===== config.mk =====
export PLATFORM = sky130hd
export DESIGN_NAME = pkt_check_top
export DESIGN_NICKNAME = d
export VERILOG_FILES = /design/src/pkt_fmt_pkg.sv /design/src/chk_cfg_pkg.sv /design/src/mem_rd_if.sv /design/src/pkt_mem.sv /design/src/mem_arbiter.sv /design/src/parse_checker.sv /design/src/di_checker.sv /design/src/pkt_check_top.sv
export SDC_FILE = /design/constraint.sdc
export NUM_CORES = 1
export LEC_CHECK = 0
export ABC_AREA = 1
export ABC_CLOCK_PERIOD_IN_PS = 5800
export BUFFER_PORTS_ARGS = -buffer_cell sky130_fd_sc_hd__buf_2
export CORE_UTILIZATION = 25
export DETAILED_ROUTE_END_ITERATION = 10
export GPL_TIMING_DRIVEN = 0
export PLACE_DENSITY = 0.41
export SLEW_MARGIN = 40
export SYNTH_ARGS = -nofsm -noshare
export SYNTH_HDL_FRONTEND = slang
export SYNTH_HIERARCHICAL = 1
export SYNTH_SLANG_ARGS = --single-unit

===== constraint.sdc =====
create_clock -name clk -period 5.8 [get_ports clk]
set_input_delay 1.16 -clock clk [delete_from_list [all_inputs] [get_ports clk]]
set_output_delay 1.16 -clock clk [all_outputs]
set_load 0.02 [all_outputs]

===== src/pkt_fmt_pkg.sv =====
package pkt_fmt_pkg;

	//////////////////////////////
	// Widths and offsets
	//////////////////////////////

	// Memory word and payload byte
	localparam int WORD_W = 32;
	localparam int BYTE_W = 8;

	// Header word to first payload word, CRC byte right after the last payload byte
	localparam int unsigned HDR_TO_PAYLOAD = 2;

	typedef logic [BYTE_W-1:0] byte_t;
	typedef logic [3:0]        ecc_t;
	typedef logic [3:0]        cnt_t;

	// CRC-8 generator x^8 + x^2 + x + 1
	localparam byte_t CRC_POLY = 8'h07;

	// Header word, last member sits at bit 0
	typedef struct packed {
		logic [15:0] upper;
		logic [2:0]  sop;
		logic        ecc_msb;
		logic [3:0]  pkt_type;
		cnt_t        byte_cnt;
		ecc_t        ecc;
	} hdr_t;

	//////////////////////////////
	// ECC and CRC steps
	//////////////////////////////

	// Hamming-style code over {pkt_type, byte_cnt}
	function automatic ecc_t ecc_code(byte_t d);
		ecc_t c;
		c[0] = d[0] ^ d[1] ^ d[3] ^ d[4] ^ d[6];
		c[1] = d[0] ^ d[2] ^ d[3] ^ d[5] ^ d[6];
		c[2] = d[1] ^ d[2] ^ d[3] ^ d[7];
		c[3] = d[4] ^ d[5] ^ d[6] ^ d[7];
		return c;
	endfunction

	// One byte into the running CRC, MSB first
	function automatic byte_t crc8_step(byte_t crc, byte_t d);
		byte_t c;
		c = crc ^ d;
		for (int i = 0; i < BYTE_W; i++) begin
			c = c[BYTE_W-1] ? ({c[BYTE_W-2:0], 1'b0} ^ CRC_POLY) : {c[BYTE_W-2:0], 1'b0};
		end
		return c;
	endfunction

endpackage


===== src/chk_cfg_pkg.sv =====
package chk_cfg_pkg;

	//////////////////////////////
	// Packet memory
	//////////////////////////////

	localparam int MEM_DEPTH = 64;
	localparam int ADDR_W    = $clog2(MEM_DEPTH);

	typedef logic [ADDR_W-1:0] addr_t;

	//////////////////////////////
	// Read port arbitration
	//////////////////////////////

	// Lower index wins, so the parse checker sits at 0
	localparam int N_REQ = 2;
	localparam int REQ_W = (N_REQ > 1) ? $clog2(N_REQ) : 1;

	typedef logic [REQ_W-1:0] req_idx_t;

	localparam req_idx_t REQ_PARSE = req_idx_t'(0);
	localparam req_idx_t REQ_DI    = req_idx_t'(1);

	//////////////////////////////
	// Checker results
	//////////////////////////////

	// Parse check flags
	typedef struct packed {
		logic ecc_corr;
		logic ecc_uncorr;
		logic crc_err;
	} parse_res_t;

endpackage


===== src/mem_rd_if.sv =====
`timescale 1ns/1ps

interface mem_rd_if import chk_cfg_pkg::*, pkt_fmt_pkg::*; ();

	// Request side
	logic              req;
	addr_t             addr;

	// Grant and return side
	logic              gnt;
	logic [WORD_W-1:0] rdata;
	logic              rvalid;

	// Checker holds req and addr until gnt, word comes back one cycle later
	modport requester (
		output req,
		output addr,
		input  gnt,
		input  rdata,
		input  rvalid
	);

	modport arbiter (
		input  req,
		input  addr,
		output gnt,
		output rdata,
		output rvalid
	);

endinterface


===== src/pkt_mem.sv =====
`timescale 1ns/1ps

module pkt_mem import pkt_fmt_pkg::*, chk_cfg_pkg::*; (
	input  logic              clk,
	input  logic              reset,

	// Load port
	input  logic              we_i,
	input  addr_t             waddr_i,
	input  logic [WORD_W-1:0] wdata_i,

	// Arbitrated read port
	input  logic              re_i,
	input  addr_t             raddr_i,
	output logic [WORD_W-1:0] rdata_o
);

	logic [WORD_W-1:0] mem_array [MEM_DEPTH];

	// Write lands at the clock edge
	always_ff @(posedge clk) begin
		if (we_i) begin
			mem_array[waddr_i] <= wdata_i;
		end
	end

	// Registered read with the word one cycle after re_i
	always_ff @(posedge clk) begin
		if (re_i) begin
			rdata_o <= mem_array[raddr_i];
		end
	end

	//////////////////////////////
	// Checks
	//////////////////////////////

	// Reads use a known address inside the array
	a_raddr_range: assert property (@(posedge clk) disable iff (reset)
		re_i |-> (!$isunknown(raddr_i) && (int'(raddr_i) <= MEM_DEPTH - 1)));

endmodule


===== src/mem_arbiter.sv =====
`timescale 1ns/1ps

module mem_arbiter import pkt_fmt_pkg::*, chk_cfg_pkg::*; (
	input  logic              clk,
	input  logic              reset,
	mem_rd_if.arbiter         parse_port,
	mem_rd_if.arbiter         di_port,
	output logic              mem_re_o,
	output addr_t             mem_raddr_o,
	input  logic [WORD_W-1:0] mem_rdata_i
);

	logic [N_REQ-1:0] req_vec;
	logic [N_REQ-1:0] gnt_vec;
	addr_t            addr_vec [N_REQ];
	req_idx_t         owner_s;

	// Owner of the read in flight
	req_idx_t         owner_reg;
	logic             pend_reg;

	// Gather requesters by index
	assign req_vec[REQ_PARSE]  = parse_port.req;
	assign req_vec[REQ_DI]     = di_port.req;
	assign addr_vec[REQ_PARSE] = parse_port.addr;
	assign addr_vec[REQ_DI]    = di_port.addr;

	// Fixed priority where the lowest set bit wins
	assign gnt_vec = req_vec & ~(req_vec - 1'b1);

	always_comb begin
		owner_s = REQ_PARSE;
		for (int i = 0; i < N_REQ; i++) begin
			if (gnt_vec[i])
				owner_s = req_idx_t'(i);
		end
	end

	assign parse_port.gnt = gnt_vec[REQ_PARSE];
	assign di_port.gnt    = gnt_vec[REQ_DI];

	// Memory side
	assign mem_re_o    = |gnt_vec;
	assign mem_raddr_o = addr_vec[owner_s];

	always_ff @(posedge clk) begin
		if (reset) begin
			pend_reg  <= 1'b0;
			owner_reg <= REQ_PARSE;
		end else begin
			pend_reg  <= |gnt_vec;
			owner_reg <= owner_s;
		end
	end

	// Word goes to everyone but only the owner sees rvalid
	assign parse_port.rdata  = mem_rdata_i;
	assign di_port.rdata     = mem_rdata_i;
	assign parse_port.rvalid = pend_reg && (owner_reg == REQ_PARSE);
	assign di_port.rvalid    = pend_reg && (owner_reg == REQ_DI);

	//////////////////////////////
	// Checks
	//////////////////////////////

	// A requester that loses keeps its request and address
	a_di_hold: assert property (@(posedge clk) disable iff (reset)
		di_port.req && !di_port.gnt |=> di_port.req && $stable(di_port.addr));

	// One read in flight per requester so req drops after its grant
	a_parse_one_read: assert property (@(posedge clk) disable iff (reset)
		parse_port.gnt |=> !parse_port.req);

	a_di_one_read: assert property (@(posedge clk) disable iff (reset)
		di_port.gnt |=> !di_port.req);

endmodule


===== src/parse_checker.sv =====
`timescale 1ns/1ps

module parse_checker import pkt_fmt_pkg::*, chk_cfg_pkg::*; (
	input  logic        clk,
	input  logic        reset,
	input  logic        start_i,
	input  addr_t       hdr_addr_i,
	mem_rd_if.requester mem,
	output logic        done_o,
	output parse_res_t  res_o
);

	typedef enum logic [1:0] {
		S_IDLE,
		S_HDR_RD,
		S_CRC_RD,
		S_COMPARE
	} state_t;

	// Control
	state_t     state_reg;
	logic       wait_reg;
	logic       done_reg;
	parse_res_t res_reg;

	// Datapath
	addr_t      addr_reg;
	cnt_t       cnt_reg;
	byte_t      crc_reg;

	hdr_t       hdr_s;
	ecc_t       syndrome_s;
	byte_t      rd_byte_s;

	//////////////////////////////
	// Header decode
	//////////////////////////////

	assign hdr_s     = hdr_t'(mem.rdata);
	assign rd_byte_s = mem.rdata[BYTE_W-1:0];

	// Received code against the one rebuilt from type and count
	assign syndrome_s = hdr_s.ecc ^ ecc_code({hdr_s.pkt_type, hdr_s.byte_cnt});

	// One read at a time, request drops while a word is on its way
	assign mem.req  = (state_reg != S_IDLE) && !wait_reg;
	assign mem.addr = addr_reg;

	//////////////////////////////
	// FSM
	//////////////////////////////

	always_ff @(posedge clk) begin
		if (reset) begin
			state_reg <= S_IDLE;
			wait_reg  <= 1'b0;
			done_reg  <= 1'b0;
			res_reg   <= '0;
		end else begin
			done_reg <= 1'b0;
			if (mem.gnt)
				wait_reg <= 1'b1;
			else if (mem.rvalid)
				wait_reg <= 1'b0;

			case (state_reg)
				S_IDLE: begin
					// Flags from the last run stay until here
					if (start_i) begin
						res_reg   <= '0;
						state_reg <= S_HDR_RD;
					end
				end
				S_HDR_RD: begin
					if (mem.rvalid) begin
						// ECC MSB tells single from multi-bit error
						if (syndrome_s != '0) begin
							if (hdr_s.ecc_msb)
								res_reg.ecc_corr <= 1'b1;
							else
								res_reg.ecc_uncorr <= 1'b1;
						end
						// Count taken as is, even on a bad code
						state_reg <= (hdr_s.byte_cnt == '0) ? S_COMPARE : S_CRC_RD;
					end
				end
				S_CRC_RD: begin
					if (mem.rvalid && (cnt_reg == cnt_t'(1)))
						state_reg <= S_COMPARE;
				end
				S_COMPARE: begin
					// Stored CRC byte against the folded one
					if (mem.rvalid) begin
						res_reg.crc_err <= (rd_byte_s != crc_reg);
						done_reg        <= 1'b1;
						state_reg       <= S_IDLE;
					end
				end
				default: state_reg <= S_IDLE;
			endcase
		end
	end

	// Address walk and CRC fold
	always_ff @(posedge clk) begin
		if (state_reg == S_IDLE) begin
			addr_reg <= hdr_addr_i;
			crc_reg  <= '0;
		end else if (mem.rvalid) begin
			case (state_reg)
				S_HDR_RD: begin
					addr_reg <= addr_reg + addr_t'(HDR_TO_PAYLOAD);
					cnt_reg  <= hdr_s.byte_cnt;
				end
				S_CRC_RD: begin
					addr_reg <= addr_reg + addr_t'(1);
					cnt_reg  <= cnt_reg - cnt_t'(1);
					crc_reg  <= crc8_step(crc_reg, rd_byte_s);
				end
				default: ;
			endcase
		end
	end

	assign done_o = done_reg;
	assign res_o  = res_reg;

	// Done is a single-cycle pulse
	a_done_pulse: assert property (@(posedge clk) disable iff (reset)
		done_o |=> !done_o);

endmodule


===== src/di_checker.sv =====
`timescale 1ns/1ps

module di_checker import pkt_fmt_pkg::*, chk_cfg_pkg::*; (
	input  logic        clk,
	input  logic        reset,
	input  logic        start_i,
	input  addr_t       addr_in_i,
	input  addr_t       addr_out_i,
	input  cnt_t        byte_cnt_i,
	mem_rd_if.requester mem,
	output logic        done_o,
	output logic        err_o
);

	typedef enum logic [1:0] {
		S_IDLE,
		S_RD_IN,
		S_RD_OUT
	} state_t;

	// Control
	state_t state_reg;
	logic   wait_reg;
	logic   done_reg;
	logic   err_reg;

	// Datapath
	addr_t  in_base_reg;
	addr_t  out_base_reg;
	cnt_t   cnt_reg;
	cnt_t   idx_reg;
	byte_t  in_byte_reg;

	byte_t  rd_byte_s;
	logic   last_s;

	assign rd_byte_s = mem.rdata[BYTE_W-1:0];
	assign last_s    = (idx_reg == cnt_reg - cnt_t'(1));

	// Input byte k, then output payload byte k
	assign mem.req  = (state_reg != S_IDLE) && !wait_reg;
	assign mem.addr = ((state_reg == S_RD_OUT) ? out_base_reg : in_base_reg) + addr_t'(idx_reg);

	//////////////////////////////
	// FSM
	//////////////////////////////

	always_ff @(posedge clk) begin
		if (reset) begin
			state_reg <= S_IDLE;
			wait_reg  <= 1'b0;
			done_reg  <= 1'b0;
			err_reg   <= 1'b0;
		end else begin
			done_reg <= 1'b0;
			if (mem.gnt)
				wait_reg <= 1'b1;
			else if (mem.rvalid)
				wait_reg <= 1'b0;

			case (state_reg)
				S_IDLE: begin
					if (start_i) begin
						err_reg <= 1'b0;
						// Empty compare ends at once, clean
						if (byte_cnt_i == '0)
							done_reg <= 1'b1;
						else
							state_reg <= S_RD_IN;
					end
				end
				S_RD_IN: begin
					if (mem.rvalid)
						state_reg <= S_RD_OUT;
				end
				S_RD_OUT: begin
					if (mem.rvalid) begin
						// Sticky mismatch
						if (rd_byte_s != in_byte_reg)
							err_reg <= 1'b1;
						if (last_s) begin
							done_reg  <= 1'b1;
							state_reg <= S_IDLE;
						end else begin
							state_reg <= S_RD_IN;
						end
					end
				end
				default: state_reg <= S_IDLE;
			endcase
		end
	end

	// Bases latched at start, index walks the payload
	always_ff @(posedge clk) begin
		if (state_reg == S_IDLE) begin
			in_base_reg  <= addr_in_i;
			out_base_reg <= addr_out_i + addr_t'(HDR_TO_PAYLOAD);
			cnt_reg      <= byte_cnt_i;
			idx_reg      <= '0;
		end else if (mem.rvalid) begin
			if (state_reg == S_RD_IN)
				in_byte_reg <= rd_byte_s;
			else
				idx_reg <= idx_reg + cnt_t'(1);
		end
	end

	assign done_o = done_reg;
	assign err_o  = err_reg;

endmodule


===== src/pkt_check_top.sv =====
`timescale 1ns/1ps

module pkt_check_top import pkt_fmt_pkg::*, chk_cfg_pkg::*; (
	input  logic              clk,
	input  logic              reset,

	// Memory load port, only while both checks are idle
	input  logic              mem_we_i,
	input  addr_t             mem_addr_i,
	input  logic [WORD_W-1:0] mem_wdata_i,

	// Parse check
	input  logic              parse_start_i,
	input  addr_t             parse_addr_i,
	output logic              parse_done_o,
	output logic              ecc_corr_o,
	output logic              ecc_uncorr_o,
	output logic              crc_err_o,

	// Data-integrity check
	input  logic              di_start_i,
	input  addr_t             di_addr_in_i,
	input  addr_t             di_addr_out_i,
	input  cnt_t              di_byte_cnt_i,
	output logic              di_done_o,
	output logic              di_err_o
);

	logic              mem_re;
	addr_t             mem_raddr;
	logic [WORD_W-1:0] mem_rdata;
	parse_res_t        parse_res;

	// One read link per checker
	mem_rd_if parse_rd ();
	mem_rd_if di_rd ();

	//////////////////////////////
	// Memory and arbiter
	//////////////////////////////

	pkt_mem u_pkt_mem (
		.clk     (clk),
		.reset   (reset),
		.we_i    (mem_we_i),
		.waddr_i (mem_addr_i),
		.wdata_i (mem_wdata_i),
		.re_i    (mem_re),
		.raddr_i (mem_raddr),
		.rdata_o (mem_rdata)
	);

	mem_arbiter u_mem_arbiter (
		.clk         (clk),
		.reset       (reset),
		.parse_port  (parse_rd.arbiter),
		.di_port     (di_rd.arbiter),
		.mem_re_o    (mem_re),
		.mem_raddr_o (mem_raddr),
		.mem_rdata_i (mem_rdata)
	);

	//////////////////////////////
	// Checkers
	//////////////////////////////

	parse_checker u_parse_checker (
		.clk        (clk),
		.reset      (reset),
		.start_i    (parse_start_i),
		.hdr_addr_i (parse_addr_i),
		.mem        (parse_rd.requester),
		.done_o     (parse_done_o),
		.res_o      (parse_res)
	);

	di_checker u_di_checker (
		.clk        (clk),
		.reset      (reset),
		.start_i    (di_start_i),
		.addr_in_i  (di_addr_in_i),
		.addr_out_i (di_addr_out_i),
		.byte_cnt_i (di_byte_cnt_i),
		.mem        (di_rd.requester),
		.done_o     (di_done_o),
		.err_o      (di_err_o)
	);

	// Flag ports
	assign ecc_corr_o   = parse_res.ecc_corr;
	assign ecc_uncorr_o = parse_res.ecc_uncorr;
	assign crc_err_o    = parse_res.crc_err;

endmodule


==> Implementation_results.wiki <==
{| class="wikitable"
! Metric !! Value
|-
| Effective utilization at floorplan || between 20% and 30%
|-
| Largest registers || u_pkt_mem/mem_array: 832 flops, u_pkt_mem/rdata_o: 13 flops
|-
| Routed WL || roughly 140 mm
|-
| Total power per unit cell area || 518 nW/um^2
|-
| CTS tree || yes
|-
| Routed wirelength normalized by instance count || between 20 and 25 um
|-
| First DRT Iteration DRCs || roughly 2,800
|-
| Clock Pin Slew Worst Setup and Hold Paths || 0.06 ns
|-
| Core Footprint || about 150,000 sq um
|-
| Violations in the final reports || DRC
|-
| Delay-heaviest family, CP || buffers and inverters
|-
| Finished Core Util || about 30%
|-
| Last weighted congestion value of the routability-driven placer || approximately 0.95
|-
| Reported max-cap violation count || 0
|-
| RSZ-0062 raised after global routing || no
|-
| Via count of the first global-routing pass || approximately 26,000
|-
| Post-layout net count || about 3,800
|-
| Maximum clock insertion buffer count || 3
|-
| Die Width || approximately 400 um
|-
| Via-per-instance ratio || between 4 and 5
|-
| Arrival time worst endpoint || 5.24 ns
|-
| Aggregate global-route resource usage || approximately 18%
|-
| Clock latency reported for the late side of the worst-skew pair || approximately 0.75 ns
|-
| Layout-stage area growth over the synthesis result || 20.8%
|-
| Pin slew with the least headroom to its limit || roughly 0.9 ns
|-
| Worst setup margin || between 0.9 and 1 ns
|-
| Remaining DRCs || 13
|-
| Capturing element type of the critical path || flop
|-
| Sequence of cells on the critical path || inv_1 -> nand2_1 -> clkinv_1 -> nor2_1 -> buf_6 -> nand3_1 -> nand2_2 -> buf_2 -> buf_2 -> clkbuf_1 -> nand3_1 -> nand3_1 -> nand3_1 -> nand3_1 -> nand2_1 -> nand2_1 -> nand2_1
|-
| Input/output buffers || between 40 and 50
|-
| Critical path's largest stage delay || roughly 0.59 ns
|-
| Detailed-placement wirelength estimate || around 100 mm
|-
| Cell with the most instances on the worst path || sky130_fd_sc_hd__nand3_1
|-
| Type of the tightest min-delay check || flop to flop
|-
| Fraction of final layout cells sized beyond drive strength 1 || between 10% and 20%
|-
| Most flops, register || u_pkt_mem/mem_array
|-
| H-tree depth || 3
|-
| Fmax || around 210 MHz
|-
| Critical path class || flop to flop
|-
| Leakage component of the power || 17.1 nW
|-
| Highest fanout seen on the critical path || 19
|-
| Remaining global-route overflow || 0
|-
| IR Drop Worst-Case VDD || around 0.00028 V
|-
| Status || finished, violations left
|-
| Die Ht || roughly 400 um
|-
| Remaining number of nets flagged by the antenna check after routing || 0
|-
| Pin count of the biggest net entering global routing || 57
|-
| Post-placement worst setup slack || approximately 1.1 ns
|-
| First-pass detailed-route iteration total || 8
|-
| Flip-flop count of the largest register after layout || about 830
|-
| Summed instance area of the synthesized netlist || 38,800 sq um
|-
| Number of buffers inserted by hold repair at cts || 0
|-
| Hold violation total from the final report || 0
|-
| Buffers inserted during post-CTS setup optimization || 0
|-
| Setup-failing EPs final || 0
|-
| Tmin final || 4.82 ns
|-
| Required @ worst endpoint || 6.22 ns
|-
| Worst path slowest cell || sky130_fd_sc_hd__clkinv_1
|-
| Number of clock buffers inserted by TritonCTS || roughly 100
|-
| Area of all placed cells without fillers || 46,900 sq um
|-
| Total cell area at the placement stage || about 44,000 sq um
|-
| Tcrit/Tclk final || 83.1%
|-
| Clock sink total || 905
|-
| Num rows || 144
|-
| Warnings, synthesis || 6
|-
| Crit path buf inv count || 6
|-
| Max Slew Vio Count || 0
|-
| First-pass GRT wire length || roughly 200 mm
|-
| Number of gates resized after cts || 0
|-
| # fillers || roughly 16,000
|-
| Headroom to the max-slew limit || between 30% and 40%
|-
| Die area || 157,000 sq um
|-
| Critical path startpoint category || flop
|-
| Clock root buffer || sky130_fd_sc_hd__clkbuf_16
|-
| Number of I/O pins || 71
|-
| Initial antenna violation count || 14
|-
| Synthesized area per cell || between 10 and 15 sq um
|-
| Syn Inst Count || 3,481
|-
| Worst clock skew on the final layout || approximately 0.056 ns
|-
| Worst Hold Slack || between 0.4 and 0.5 ns
|-
| Post-synthesis net count || 3,566
|-
| Overall via count from detail_route || approximately 27,000
|}
-- layout by cell type (no fill, tap or decap), types with 8 or more instances in the layout --
cell and count:
sky130_fd_sc_hd__a21oi_1 28, sky130_fd_sc_hd__buf_1 34, sky130_fd_sc_hd__buf_12 10, sky130_fd_sc_hd__buf_16 25, sky130_fd_sc_hd__buf_2 309, sky130_fd_sc_hd__buf_4 70
sky130_fd_sc_hd__buf_6 17, sky130_fd_sc_hd__buf_8 22, sky130_fd_sc_hd__clkbuf_1 82, sky130_fd_sc_hd__clkbuf_16 103, sky130_fd_sc_hd__clkinv_1 33, sky130_fd_sc_hd__clkinv_2 24
sky130_fd_sc_hd__dfxtp_1 26, sky130_fd_sc_hd__edfxtp_1 879, sky130_fd_sc_hd__ha_1 19, sky130_fd_sc_hd__inv_1 76, sky130_fd_sc_hd__inv_2 10, sky130_fd_sc_hd__nand2_1 1009
sky130_fd_sc_hd__nand2_2 19, sky130_fd_sc_hd__nand3_1 793, sky130_fd_sc_hd__nand4_1 13, sky130_fd_sc_hd__nor2_1 39, sky130_fd_sc_hd__nor2_4 55, sky130_fd_sc_hd__nor4_2 8
sky130_fd_sc_hd__o21ai_0 19, sky130_fd_sc_hd__xnor2_1 18, sky130_fd_sc_hd__xor2_1 14
-- metal layers --
metal	GRT usage, %	part of all wire [%]	up-vias
met5	0	0.0090	-
met4	6.19	3.7	2
met3	3.49	6.6	208
met2	28.8	46	943
met1	24.7	44	13600
li1	-	-	12500
-- stage by stage --
stage	instances	power (mW)	setup TNS, ns
finish	5872	24.3	0
global route	5872	25.4	0
CTS	5870	24.3	0
detailed placement	5679	18.0	0
global placement	5572	18.0	-36.90
floorplan	3481	13.6	0
-- cell type report --
| type | instances | area, sq um | area share (%) |
|---|---|---|---|
| clock inverter | 71 | 583 | 1.24 |
| antenna | 1 | 2.50 | 0.00533 |
| timing repair buffer | 155 | 1800 | 3.84 |
| buffer | 400 | 2070 | 4.41 |
| clock buffer | 120 | 2640 | 5.63 |
| multi-input combinational | 2086 | 10000 | 21.3 |
| tap | 2044 | 2560 | 5.45 |
| sequential | 905 | 26900 | 57.4 |
| inverter | 90 | 345 | 0.736 |
-- final timing paths --
path              slack (ns)                      start                       end  depth (start not counted)
setup / recovery        0.98  u_di_checker/state_reg[1]      u_pkt_mem/rdata_o[7]                         17
hold reg to reg         0.47   u_parse_checker/res_o[0]  u_parse_checker/res_o[0]                          2
hold / removal          0.47   u_parse_checker/res_o[0]  u_parse_checker/res_o[0]                          2
setup reg to reg        0.98  u_di_checker/state_reg[1]      u_pkt_mem/rdata_o[7]                         17
-- worst register-to-register path, cell delays in order (launching register included) --
cell and delay [ns]:
sky130_fd_sc_hd__dfxtp_1 0.39, sky130_fd_sc_hd__inv_1 0.08, sky130_fd_sc_hd__nand2_1 0.13, sky130_fd_sc_hd__clkinv_1 0.59
sky130_fd_sc_hd__nor2_1 0.32, sky130_fd_sc_hd__buf_6 0.19, sky130_fd_sc_hd__nand3_1 0.10, sky130_fd_sc_hd__nand2_2 0.08
sky130_fd_sc_hd__buf_2 0.35, sky130_fd_sc_hd__buf_2 0.59, sky130_fd_sc_hd__clkbuf_1 0.47, sky130_fd_sc_hd__nand3_1 0.22
sky130_fd_sc_hd__nand3_1 0.19, sky130_fd_sc_hd__nand3_1 0.17, sky130_fd_sc_hd__nand3_1 0.37, sky130_fd_sc_hd__nand2_1 0.10
sky130_fd_sc_hd__nand2_1 0.08, sky130_fd_sc_hd__nand2_1 0.13
-- power breakdown --
group	switching [mW]	internal [mW]	leakage [nW]
logic	7.54	2.96	7.41
registers	0.0907	7.42	8.16
clock network	2.80	3.49	1.58
Note: power is estimated with default switching activity, not from simulation.
